`src/logic/radio_ctrl_pkg.sv`:
```
package radio_ctrl_pkg;

  // Host command bus
  localparam int CMD_ADDR_W = 6;
  localparam int CMD_DATA_W = 32;

  // Response word returned to the host
  localparam int RESP_W = 40;

  // Telemetry values from the slow ADC
  localparam int TELEM_W = 12;

  // Command addresses decoded by this block
  typedef enum logic [CMD_ADDR_W-1:0] {
    CMD_GENERAL = 6'd0,   // bit 12 disables the supply sync clocks
    CMD_TX_CFG  = 6'd9,   // vna, pa_enable, tr_disable
    CMD_CW_HANG = 6'd16   // 10-bit CW hang time
  } cmd_addr_e;

  // LED flasher states
  typedef enum logic [1:0] {
    LED_CLR,
    LED_SET,
    LED_WAIT1,
    LED_WAIT2
  } led_state_e;

  // Response machine, one echo deep
  typedef enum logic {
    RESP_IDLE,
    RESP_PENDING
  } resp_state_e;

  // Rotating status slots
  typedef enum logic [1:0] {
    SLOT_ID,
    SLOT_FWD_TEMP,
    SLOT_REV_BIAS,
    SLOT_SPARE
  } resp_slot_e;

endpackage

```
`src/logic/tick_timer.sv`:
```
`timescale 1ns/1ps

module tick_timer #(
  parameter int CLKS_PER_MS   = 2500,
  parameter int LED_TICK_BITS = 6
) (
  input  logic clk,
  input  logic reset_i,
  output logic ms_tick_o,
  output logic led_tick_o
);

  localparam int CNT_W = (CLKS_PER_MS > 1) ? $clog2(CLKS_PER_MS) : 1;

  logic [CNT_W-1:0]         clk_cnt_q;
  logic [LED_TICK_BITS-1:0] ms_cnt_q;

  // One-cycle pulse on the last clock of each millisecond
  assign ms_tick_o = (clk_cnt_q == CNT_W'(CLKS_PER_MS - 1));

  // LED tick once every 2**LED_TICK_BITS milliseconds
  assign led_tick_o = ms_tick_o & (&ms_cnt_q);

  always_ff @(posedge clk) begin
    if (reset_i) begin
      clk_cnt_q <= '0;
      ms_cnt_q  <= '0;
    end else if (ms_tick_o) begin
      clk_cnt_q <= '0;
      ms_cnt_q  <= ms_cnt_q + LED_TICK_BITS'(1);
    end else begin
      clk_cnt_q <= clk_cnt_q + CNT_W'(1);
    end
  end

endmodule

```
`src/logic/led_flash.sv`:
```
`timescale 1ns/1ps

module led_flash (
  input  logic clk,
  input  logic reset_i,
  input  logic led_tick_i,
  input  logic event_i,
  output logic led_o
);

  import radio_ctrl_pkg::*;

  led_state_e state_q;
  led_state_e state_d;

  // Catch the event, then hold for three LED ticks
  always_comb begin
    state_d = state_q;
    case (state_q)
      LED_CLR: begin
        if (event_i) begin
          state_d = LED_SET;
        end
      end
      LED_SET: begin
        if (led_tick_i) begin
          state_d = LED_WAIT1;
        end
      end
      LED_WAIT1: begin
        if (led_tick_i) begin
          state_d = LED_WAIT2;
        end
      end
      default: begin
        if (led_tick_i) begin
          state_d = LED_CLR;
        end
      end
    endcase
  end

  always_ff @(posedge clk) begin
    if (reset_i) begin
      state_q <= LED_CLR;
    end else begin
      state_q <= state_d;
    end
  end

  // Active low, dark only while idle
  assign led_o = (state_q == LED_CLR);

endmodule

```
`src/logic/cmd_regs.sv`:
```
`timescale 1ns/1ps

module cmd_regs (
  input  logic                              clk,
  input  logic                              reset_i,
  input  logic                              cmd_rqst_i,
  input  logic [radio_ctrl_pkg::CMD_ADDR_W-1:0] cmd_addr_i,
  input  logic [radio_ctrl_pkg::CMD_DATA_W-1:0] cmd_data_i,
  input  logic                              cmd_ptt_i,
  output logic                              int_ptt_o,
  output logic                              vna_o,
  output logic                              pa_enable_o,
  output logic                              tr_disable_o,
  output logic                              disable_syncfreq_o,
  output logic [9:0]                        cw_hang_time_o
);

  import radio_ctrl_pkg::*;

  always_ff @(posedge clk) begin
    if (reset_i) begin
      int_ptt_o          <= 1'b0;
      vna_o              <= 1'b0;
      pa_enable_o        <= 1'b0;
      tr_disable_o       <= 1'b0;
      disable_syncfreq_o <= 1'b0;
      cw_hang_time_o     <= '0;
    end else if (cmd_rqst_i) begin
      // PTT rides along with every command
      int_ptt_o <= cmd_ptt_i;
      case (cmd_addr_i)
        CMD_GENERAL: begin
          disable_syncfreq_o <= cmd_data_i[12];
        end
        CMD_TX_CFG: begin
          vna_o        <= cmd_data_i[23];
          pa_enable_o  <= cmd_data_i[19];
          tr_disable_o <= cmd_data_i[18];
        end
        CMD_CW_HANG: begin
          // Hang time is split across two fields
          cw_hang_time_o <= {cmd_data_i[31:24], cmd_data_i[17:16]};
        end
        default: begin
          // Addresses owned by other blocks
        end
      endcase
    end
  end

endmodule

```
`src/logic/tx_keying.sv`:
```
`timescale 1ns/1ps

module tx_keying (
  input  logic int_ptt_i,
  input  logic cw_key_i,
  input  logic ptt_key_i,
  input  logic tx_hang_i,
  input  logic txinhibit_i,
  input  logic run_i,
  input  logic vna_i,
  input  logic pa_enable_i,
  input  logic tr_disable_i,
  output logic tx_on_o,
  output logic pa_tr_o,
  output logic pa_en_o,
  output logic rfsw_sel_o
);

  logic key_req;
  logic pa_path;

  // Any key source, gated by inhibit and host run
  assign key_req = int_ptt_i | cw_key_i | ptt_key_i | tx_hang_i;
  assign tx_on_o = key_req & ~txinhibit_i & run_i;

  // Amplifier path usable only outside VNA mode
  assign pa_path = ~vna_i & pa_enable_i;

  // T/R relay also switches when the PA is bypassed, unless disabled
  assign pa_tr_o = tx_on_o & ~vna_i & (pa_enable_i | ~tr_disable_i);

  assign pa_en_o    = tx_on_o & pa_path;
  assign rfsw_sel_o = pa_path;

endmodule

```
`src/logic/resp_fsm.sv`:
```
`timescale 1ns/1ps

module resp_fsm #(
  parameter logic [7:0] SERIAL_NO = 8'h00
) (
  input  logic                                  clk,
  input  logic                                  reset_i,
  input  logic                                  cmd_rqst_i,
  input  logic                                  cmd_requires_resp_i,
  input  logic [radio_ctrl_pkg::CMD_ADDR_W-1:0] cmd_addr_i,
  input  logic [radio_ctrl_pkg::CMD_DATA_W-1:0] cmd_data_i,
  input  logic                                  resp_rqst_i,
  input  logic                                  tx_on_i,
  input  logic                                  cw_key_i,
  input  logic                                  ptt_key_i,
  input  logic                                  rxclip_i,
  input  logic [radio_ctrl_pkg::TELEM_W-1:0]    fwd_pwr_i,
  input  logic [radio_ctrl_pkg::TELEM_W-1:0]    rev_pwr_i,
  input  logic [radio_ctrl_pkg::TELEM_W-1:0]    temperature_i,
  input  logic [radio_ctrl_pkg::TELEM_W-1:0]    bias_current_i,
  output logic [radio_ctrl_pkg::RESP_W-1:0]     resp_o
);

  import radio_ctrl_pkg::*;

  resp_state_e           state_q;
  resp_slot_e            slot_q;
  logic [CMD_ADDR_W-1:0] echo_addr_q;
  logic [CMD_DATA_W-1:0] echo_data_q;
  logic [1:0]            clip_cnt_q;
  logic                  clip_flag;
  logic                  capture;
  logic [7:0]            slot_hdr;
  logic [CMD_DATA_W-1:0] slot_body;

  assign clip_flag = &clip_cnt_q;

  // Queue is one deep; a pending echo is only replaced on a read
  assign capture = cmd_rqst_i & cmd_requires_resp_i &
                   ((state_q == RESP_IDLE) | resp_rqst_i);

  always_ff @(posedge clk) begin
    if (reset_i) begin
      state_q <= RESP_IDLE;
    end else if (capture) begin
      state_q <= RESP_PENDING;
    end else if (resp_rqst_i) begin
      state_q <= RESP_IDLE;
    end
  end

  always_ff @(posedge clk) begin
    if (capture) begin
      echo_addr_q <= cmd_addr_i;
      echo_data_q <= cmd_data_i;
    end
  end

  // Status slot contents
  always_comb begin
    slot_hdr = {3'b000, slot_q, 1'b0, cw_key_i, ptt_key_i};
    case (slot_q)
      SLOT_ID:       slot_body = {7'b0001111, clip_flag, 16'h0000, SERIAL_NO};
      SLOT_FWD_TEMP: slot_body = {16'(temperature_i), 16'(fwd_pwr_i)};
      SLOT_REV_BIAS: slot_body = {16'(rev_pwr_i), 16'(bias_current_i)};
      default:       slot_body = '0;
    endcase
  end

  always_ff @(posedge clk) begin
    if (reset_i) begin
      resp_o     <= {8'h00, 7'b0001111, 1'b0, 16'h0000, SERIAL_NO};
      slot_q     <= SLOT_ID;
      clip_cnt_q <= 2'b00;
    end else if (resp_rqst_i) begin
      // Slot advances even when an echo takes its place
      slot_q     <= resp_slot_e'(slot_q + 2'd1);
      clip_cnt_q <= 2'b00;
      if (state_q == RESP_PENDING) begin
        resp_o <= {1'b1, echo_addr_q, tx_on_i, echo_data_q};
      end else begin
        resp_o <= {slot_hdr, slot_body};
      end
    end else if (!clip_flag) begin
      clip_cnt_q <= clip_cnt_q + {1'b0, rxclip_i};
    end
  end

endmodule

```
`src/logic/radio_ctrl_top.sv`:
```
`timescale 1ns/1ps

module radio_ctrl_top #(
  parameter int         CLKS_PER_MS   = 2500,
  parameter int         LED_TICK_BITS = 6,
  parameter logic [7:0] SERIAL_NO     = 8'h00
) (
  input  logic                                  clk,
  input  logic                                  reset_i,
  input  logic                                  cmd_rqst_i,
  input  logic [radio_ctrl_pkg::CMD_ADDR_W-1:0] cmd_addr_i,
  input  logic [radio_ctrl_pkg::CMD_DATA_W-1:0] cmd_data_i,
  input  logic                                  cmd_ptt_i,
  input  logic                                  cmd_requires_resp_i,
  input  logic                                  resp_rqst_i,
  input  logic                                  cw_key_i,
  input  logic                                  ptt_key_i,
  input  logic                                  tx_hang_i,
  input  logic                                  txinhibit_i,
  input  logic                                  run_i,
  input  logic                                  rxgoodlvl_i,
  input  logic                                  rxclip_i,
  input  logic [radio_ctrl_pkg::TELEM_W-1:0]    fwd_pwr_i,
  input  logic [radio_ctrl_pkg::TELEM_W-1:0]    rev_pwr_i,
  input  logic [radio_ctrl_pkg::TELEM_W-1:0]    temperature_i,
  input  logic [radio_ctrl_pkg::TELEM_W-1:0]    bias_current_i,
  output logic                                  tx_on_o,
  output logic                                  pa_tr_o,
  output logic                                  pa_en_o,
  output logic                                  rfsw_sel_o,
  output logic                                  led_goodlvl_o,
  output logic                                  led_clip_o,
  output logic [radio_ctrl_pkg::RESP_W-1:0]     resp_o,
  output logic                                  disable_syncfreq_o,
  output logic [9:0]                            cw_hang_time_o
);

  logic led_tick;
  logic int_ptt;
  logic vna;
  logic pa_enable;
  logic tr_disable;

  tick_timer #(
    .CLKS_PER_MS   (CLKS_PER_MS),
    .LED_TICK_BITS (LED_TICK_BITS)
  ) u_tick_timer (
    .clk        (clk),
    .reset_i    (reset_i),
    .ms_tick_o  (),
    .led_tick_o (led_tick)
  );

  // Receiver status LEDs
  led_flash u_led_goodlvl (
    .clk        (clk),
    .reset_i    (reset_i),
    .led_tick_i (led_tick),
    .event_i    (rxgoodlvl_i),
    .led_o      (led_goodlvl_o)
  );

  led_flash u_led_clip (
    .clk        (clk),
    .reset_i    (reset_i),
    .led_tick_i (led_tick),
    .event_i    (rxclip_i),
    .led_o      (led_clip_o)
  );

  cmd_regs u_cmd_regs (
    .clk                (clk),
    .reset_i            (reset_i),
    .cmd_rqst_i         (cmd_rqst_i),
    .cmd_addr_i         (cmd_addr_i),
    .cmd_data_i         (cmd_data_i),
    .cmd_ptt_i          (cmd_ptt_i),
    .int_ptt_o          (int_ptt),
    .vna_o              (vna),
    .pa_enable_o        (pa_enable),
    .tr_disable_o       (tr_disable),
    .disable_syncfreq_o (disable_syncfreq_o),
    .cw_hang_time_o     (cw_hang_time_o)
  );

  tx_keying u_tx_keying (
    .int_ptt_i    (int_ptt),
    .cw_key_i     (cw_key_i),
    .ptt_key_i    (ptt_key_i),
    .tx_hang_i    (tx_hang_i),
    .txinhibit_i  (txinhibit_i),
    .run_i        (run_i),
    .vna_i        (vna),
    .pa_enable_i  (pa_enable),
    .tr_disable_i (tr_disable),
    .tx_on_o      (tx_on_o),
    .pa_tr_o      (pa_tr_o),
    .pa_en_o      (pa_en_o),
    .rfsw_sel_o   (rfsw_sel_o)
  );

  resp_fsm #(
    .SERIAL_NO (SERIAL_NO)
  ) u_resp_fsm (
    .clk                 (clk),
    .reset_i             (reset_i),
    .cmd_rqst_i          (cmd_rqst_i),
    .cmd_requires_resp_i (cmd_requires_resp_i),
    .cmd_addr_i          (cmd_addr_i),
    .cmd_data_i          (cmd_data_i),
    .resp_rqst_i         (resp_rqst_i),
    .tx_on_i             (tx_on_o),
    .cw_key_i            (cw_key_i),
    .ptt_key_i           (ptt_key_i),
    .rxclip_i            (rxclip_i),
    .fwd_pwr_i           (fwd_pwr_i),
    .rev_pwr_i           (rev_pwr_i),
    .temperature_i       (temperature_i),
    .bias_current_i      (bias_current_i),
    .resp_o              (resp_o)
  );

endmodule

```
`config.mk`:
```
export PLATFORM = sky130hd
export DESIGN_NAME = radio_ctrl_top
export DESIGN_NICKNAME = d
export VERILOG_FILES = /design/src/logic/radio_ctrl_pkg.sv /design/src/logic/tick_timer.sv /design/src/logic/led_flash.sv /design/src/logic/cmd_regs.sv /design/src/logic/tx_keying.sv /design/src/logic/resp_fsm.sv /design/src/logic/radio_ctrl_top.sv
export SDC_FILE = /design/constraint.sdc
export NUM_CORES = 1
export LEC_CHECK = 0
export ABC_AREA = 1
export BUFFER_PORTS_ARGS = -buffer_cell sky130_fd_sc_hd__buf_2
export CORE_MARGIN = 3
export CORE_UTILIZATION = 35
export DETAILED_ROUTE_END_ITERATION = 16
export SLEW_MARGIN = 20
export SYNTH_ARGS = -nofsm -noshare
export SYNTH_HDL_FRONTEND = slang
export SYNTH_HIERARCHICAL = 1
export SYNTH_SLANG_ARGS = --single-unit
```
`constraint.sdc`:
```
create_clock -name clk -period 6.04 [get_ports clk]
set_input_delay 0.302 -clock clk [delete_from_list [all_inputs] [get_ports clk]]
set_output_delay 0.302 -clock clk [all_outputs]
set_load 0.005 [all_outputs]
```
Word-level counts from Yosys, hierarchy flattened
Index checks and enable logic that the tools add are counted.
{"block": "totals", "register_bits": 120, "in_bits": 99, "wordCells": 80}
{"block": "classes", "n_addsub": 4, "eq_ne": 15, "n_mux": 11, "n_bitwise": 18, "reduce_logical": 16}
{"operator": "$pmux W29 S3", "n": 1}
{"operator": "$mux W40", "n": 1}
{"operator": "$add A12 B1 Y12 const B", "n": 1}
{"operator": "$eq A12 B12 Y1 const B", "n": 1}
{"operator": "$ne A2 B2 Y1 const B", "n": 6}
{"operator": "$pmux W2 S3", "n": 2}
{"operator": "$mux W2", "n": 5}
{"operator": "$and A1 B1 Y1", "n": 9}
{"operator": "$reduce_and A2 Y1", "n": 4}
{"operator": "$reduce_and A4 Y1", "n": 2}
{"operator": "$add A6 B1 Y6 const B", "n": 1}
{"operator": "$eq A2 B1 Y1 const B", "n": 3}
{"operator": "$eq A2 B2 Y1 const B", "n": 3}
{"operator": "$eq A6 B4 Y1 const B", "n": 1}
{"operator": "$eq A6 B5 Y1 const B", "n": 1}
{"operator": "$logic_not A2 Y1", "n": 3}
{"operator": "$logic_not A6 Y1", "n": 1}
{"operator": "$reduce_and A6 Y1", "n": 1}
{"operator": "$reduce_bool A2 Y1", "n": 3}
{"operator": "$or A1 B1 Y1", "n": 5}
{"operator": "$not A1 Y1", "n": 4}
{"operator": "$reduce_or A2 Y1", "n": 2}
{"operator": "$add A2 B1 Y2", "n": 1}
{"operator": "$add A2 B1 Y2 const B", "n": 1}
{"operator": "$mux W1", "n": 2}

Depth between registers and ports, before layout
{"block": "depth", "ltp_word": 7, "mapped_depth": 12, "depth_no_buf": 12}

Modules after synthesis
Netlist, hierarchy kept.
{"mod": "resp_fsm", "n_inst": 1, "cells_per_inst": 396, "area_per_inst_um2": 3404.5, "seq_area_each_um2": 2042.0}
{"mod": "tick_timer", "n_inst": 1, "cells_per_inst": 137, "area_per_inst_um2": 958.4, "seq_area_each_um2": 360.3}
{"mod": "cmd_regs", "n_inst": 1, "cells_per_inst": 107, "area_per_inst_um2": 673.1, "seq_area_each_um2": 300.3}
{"mod": "led_flash", "n_inst": 2, "cells_per_inst": 31, "area_per_inst_um2": 192.7, "seq_area_each_um2": 40.0}
{"mod": "tx_keying", "n_inst": 1, "cells_per_inst": 14, "area_per_inst_um2": 56.3, "seq_area_each_um2": 0.0}

Worst setup path before layout
OpenSTA, ideal clock, no wires.
{"block": "synth_timing", "path_kind": "reg-to-reg", "start": "register u_resp_fsm.state_q", "end": "register u_resp_fsm.echo_addr_q[0], enable pin", "setup_ns": 0.435, "t_arrival_ns": 2.266, "slack_ns": 3.339, "path_stages_with_launch": 5, "n_path_buf": 1, "period_less_slack_ns": 2.701, "cell_sequence": "dfxtp_1 buf_4 inv_1 nor2_1 nor2_1"}
{"block": "synth_between", "elab_chain_cells": 3}
{"item": "start, declared", "line": "resp_fsm.sv:26", "source": "resp_state_e state_q;"}
{"item": "start signal, assigned", "line": "resp_fsm.sv:44", "source": "state_q <= RESP_IDLE;"}
{"item": "start signal, assigned", "line": "resp_fsm.sv:46", "source": "state_q <= RESP_PENDING;"}
{"item": "start signal, assigned", "line": "resp_fsm.sv:48", "source": "state_q <= RESP_IDLE;"}
{"item": "$not A1 Y1", "line": "resp_fsm.sv:40", "source": "((state_q == RESP_IDLE) | resp_rqst_i);"}
{"item": "$or A1 B1 Y1", "line": "resp_fsm.sv:40"}
{"item": "$and A1 B1 Y1", "line": "resp_fsm.sv:39", "source": "assign capture = cmd_rqst_i & cmd_requires_resp_i &"}
{"item": "net u_resp_fsm.capture", "line": "resp_fsm.sv:32", "source": "logic capture;"}
{"item": "end signal, assigned", "line": "resp_fsm.sv:54", "source": "echo_addr_q <= cmd_addr_i;"}
{"item": "end, declared", "line": "resp_fsm.sv:28", "source": "logic [CMD_ADDR_W-1:0] echo_addr_q;"}
The timed path passes the listed nets, and every way through them passes these cells.
A chain may end at the register's enable or synchronous reset.

Worst setup path in the final report
{"block": "layout_timing", "start": "register u_tick_timer.clk_cnt_q[0]", "end": "register u_led_goodlvl.state_q[1]"}
{"block": "layout_between", "elab_chain_cells": 4, "word_cells_on_any_way": 6, "cone_classes": "3 x eq/ne; 1 x bitwise; 2 x reduce/logical"}
{"item": "start, declared", "line": "tick_timer.sv:15", "source": "logic [CNT_W-1:0] clk_cnt_q;"}
{"item": "start signal, assigned", "line": "tick_timer.sv:32", "source": "clk_cnt_q <= clk_cnt_q + CNT_W'(1);"}
{"item": "$eq A12 B12 Y1 *", "line": "tick_timer.sv:19", "source": "assign ms_tick_o = (clk_cnt_q == CNT_W'(CLKS_PER_MS - 1));"}
{"item": "$and A1 B1 Y1 *", "line": "tick_timer.sv:22", "source": "assign led_tick_o = ms_tick_o & (&ms_cnt_q);"}
{"item": "net led_tick", "line": "radio_ctrl_top.sv:38", "source": "logic led_tick;"}
{"item": "$ne A2 B2 Y1 (no source line) or $reduce_bool A2 Y1 (tied branches)"}
{"item": "$reduce_and A4 Y1 (no source line) *"}
{"item": "end signal, assigned", "line": "led_flash.sv:47", "source": "state_q <= state_d;"}
{"item": "end, declared", "line": "led_flash.sv:13", "source": "led_state_e state_q;"}
Mark *: on every way through the listed nets, which the timed path passes. The rest lies on a longest branch.

==> out/qor.txt <==
Hold Path Origin - cmd_data_i[15]
vias in the first global route - 4,472
Post-Route Setup TNS - 0 ns
DR vias/cell - 4.40
Resize count post-CTS - 0
static leakage - 3.33 nW
RSZ-0062 raised after global routing - no
launching point of the worst reg2reg path - u_tick_timer/clk_cnt_q[0]
Root Driver - clkbuf_16
WL per Instance - 13.2 um
Worst EP required - 6.35 ns
cts hold-fix bufs - 0
Initial Utilization - 35.9%
Tcrit/Tclk final - 32.3%
nets - 983
largest net degree at the start of global routing - 40
TritonCTS Buffers - 17
crit path max fanout - 4
hold path endpoint - u_resp_fsm/echo_data_q[15]
drt drc - 0
Tot GR Track Use - 16.8%
crit start category - flip-flop
Syn Nets - 830
number of core rows - 45
Port Buffer Count - 155
yosys warns - 6
Fin. Hold Viols - 0
setup slack, reg-to-reg - 4.09 ns
Power Density - 315 mW/mm^2
status - completed
Final WS setup - 4.09 ns
die area - 0.0172 mm^2
final wirelength - 14,500 um
most frequent cells in the layout - nand2_1 (268), buf_2 (155), dfxtp_1 (82)
DR top layer - met4
Routed Antenna Nets - 0
hold slack - 0.0598 ns
Setup Skew - 0.00691 ns
metal2 WL - 6530 um
maximum clock frequency - 512 MHz
final core occ - 45.8%
CTS tree - built
Placeable Area - 0.0153 mm^2
HPWL Detailed - 10,500 um
Worst slew margin - 28.6%
total chip power - 2.20 mW
fillers - 1,551
Cell Area, Synth - 0.00547 mm^2
Slew Limit Fails - 0
Skew-Pair Late Insertion Delay - 0.42 ns
crit end category - flip-flop
Tmin final - 1.95 ns
Initial DRC Count - 264
via count - 4,808
GRT Residual Overflow - 0
Die H - 131 um
share of post-route cells with drive strength above 1 - 24.7%
crit path DAT - 2.26 ns
wire length on met1 - 6700 um
first-pass GRT wire length - 22,000 um
H-tree levels - 4
setup bufs post-CTS - 0
die width - 131 um
pre-CTS setup slack - 3.95 ns
Syn-to-layout area delta - 27.6%
Least-Margin Pin Slew - 1.07 ns
Worst Hold Depth - 1
Max clock buf depth - 2
Placer Congestion - 0.791
Max VDD drop - 0.000195 V
IO Pins - 156
commonest non-fill, non-tap cell in the layout - nand2_1
Setup Viol. Count Final - 0
antenna diode count - 0
met3 routed WL - 1050 um
DRT Pass-1 Iters - 5
Clock transition at path regs - 0.06 ns
initial antenna violation count - 0
max-cap viol count - 0
Hold Crit Class - input pin to flip-flop
Syn Area/Cell - 7.66 um^2
Critical R2R Capture - u_led_goodlvl/state_q[1]
Reg2Reg Depth - 12
crit path kind - flip-flop to flip-flop
Syn Inst Count - 715
TritonCTS Sinks - 120
[report_power, final]
part           internal [mW]  switching (mW)  leakage, nW
combinational          0.126           0.192         2.02
clock                  0.624           0.357        0.287
sequential             0.877          0.0251         1.02
total                   1.63           0.574         3.33
[layer usage]
metal  up-vias  GRT usage [%]
met1      2128           21.4
li1       2524              -
met4         0           6.35
met5         -              0
met2       140           27.2
met3        16           4.38
[critical path, cell delays in order, from the launching register on]
cell and delay, ns:
dfxtp_1 0.35, ha_1 0.22, nand2_1 0.10, nor2_1 0.12
nand3_2 0.10, nor4_1 0.47, inv_2 0.10, nand2_1 0.10
nand2_2 0.06, inv_1 0.07, nand3_1 0.06, nand2_1 0.06
nor2_1 0.04
[registers in the layout, indices dropped and copies added, names as in the netlist]
| register | count |
|---|---|
| u_cmd_regs/cw_hang_time_o | 10 |
| u_cmd_regs/disable_syncfreq_o | 1 |
| u_cmd_regs/int_ptt_o | 1 |
| u_cmd_regs/pa_enable_o | 1 |
| u_cmd_regs/tr_disable_o | 1 |
| u_cmd_regs/vna_o | 1 |
| u_led_clip/state_q | 2 |
| u_led_goodlvl/state_q | 2 |
| u_resp_fsm/clip_cnt_q | 2 |
| u_resp_fsm/echo_addr_q | 6 |
| u_resp_fsm/echo_data_q | 32 |
| u_resp_fsm/resp_o | 40 |
| u_resp_fsm/slot_q | 2 |
| u_resp_fsm/state_q | 1 |
| u_tick_timer/clk_cnt_q | 12 |
| u_tick_timer/ms_cnt_q | 6 |
[per-stage QoR]
stage / cells / cell area (um^2)
6_report: 1092 / 6980
5_1_grt: 1092 / 6980
4_1_cts: 1091 / 6960
3_5_place_dp: 1059 / 6380
3_3_place_gp: 1059 / 6380
2_1_floorplan: 715 / 5470
[layout make-up]
type / instances / area [um^2] / area share (%)
tap: 211 / 264 / 3.78
sequential: 120 / 2780 / 39.8
clock buffer: 22 / 497 / 7.11
inverter: 88 / 330 / 4.73
clock inverter: 10 / 90.1 / 1.29
multi-input combinational: 485 / 2220 / 31.9
timing repair buffer: 156 / 796 / 11.4
[worst max path at each step]
stage | startpoint | slack [ns] | to
finish | u_tick_timer/clk_cnt_q[0] | 4.09 | u_led_goodlvl/state_q[1]
global route | u_tick_timer/clk_cnt_q[0] | 3.78 | u_led_goodlvl/state_q[0]
CTS | u_resp_fsm/state_q | 4.00 | u_resp_fsm/echo_data_q[10]
detailed placement | reset_i | 3.95 | u_resp_fsm/clip_cnt_q[1]
global placement | reset_i | 4.01 | u_resp_fsm/clip_cnt_q[1]
floorplan | u_resp_fsm/state_q | 3.34 | u_resp_fsm/echo_addr_q[0]
(Power assumes the default switching activity.)
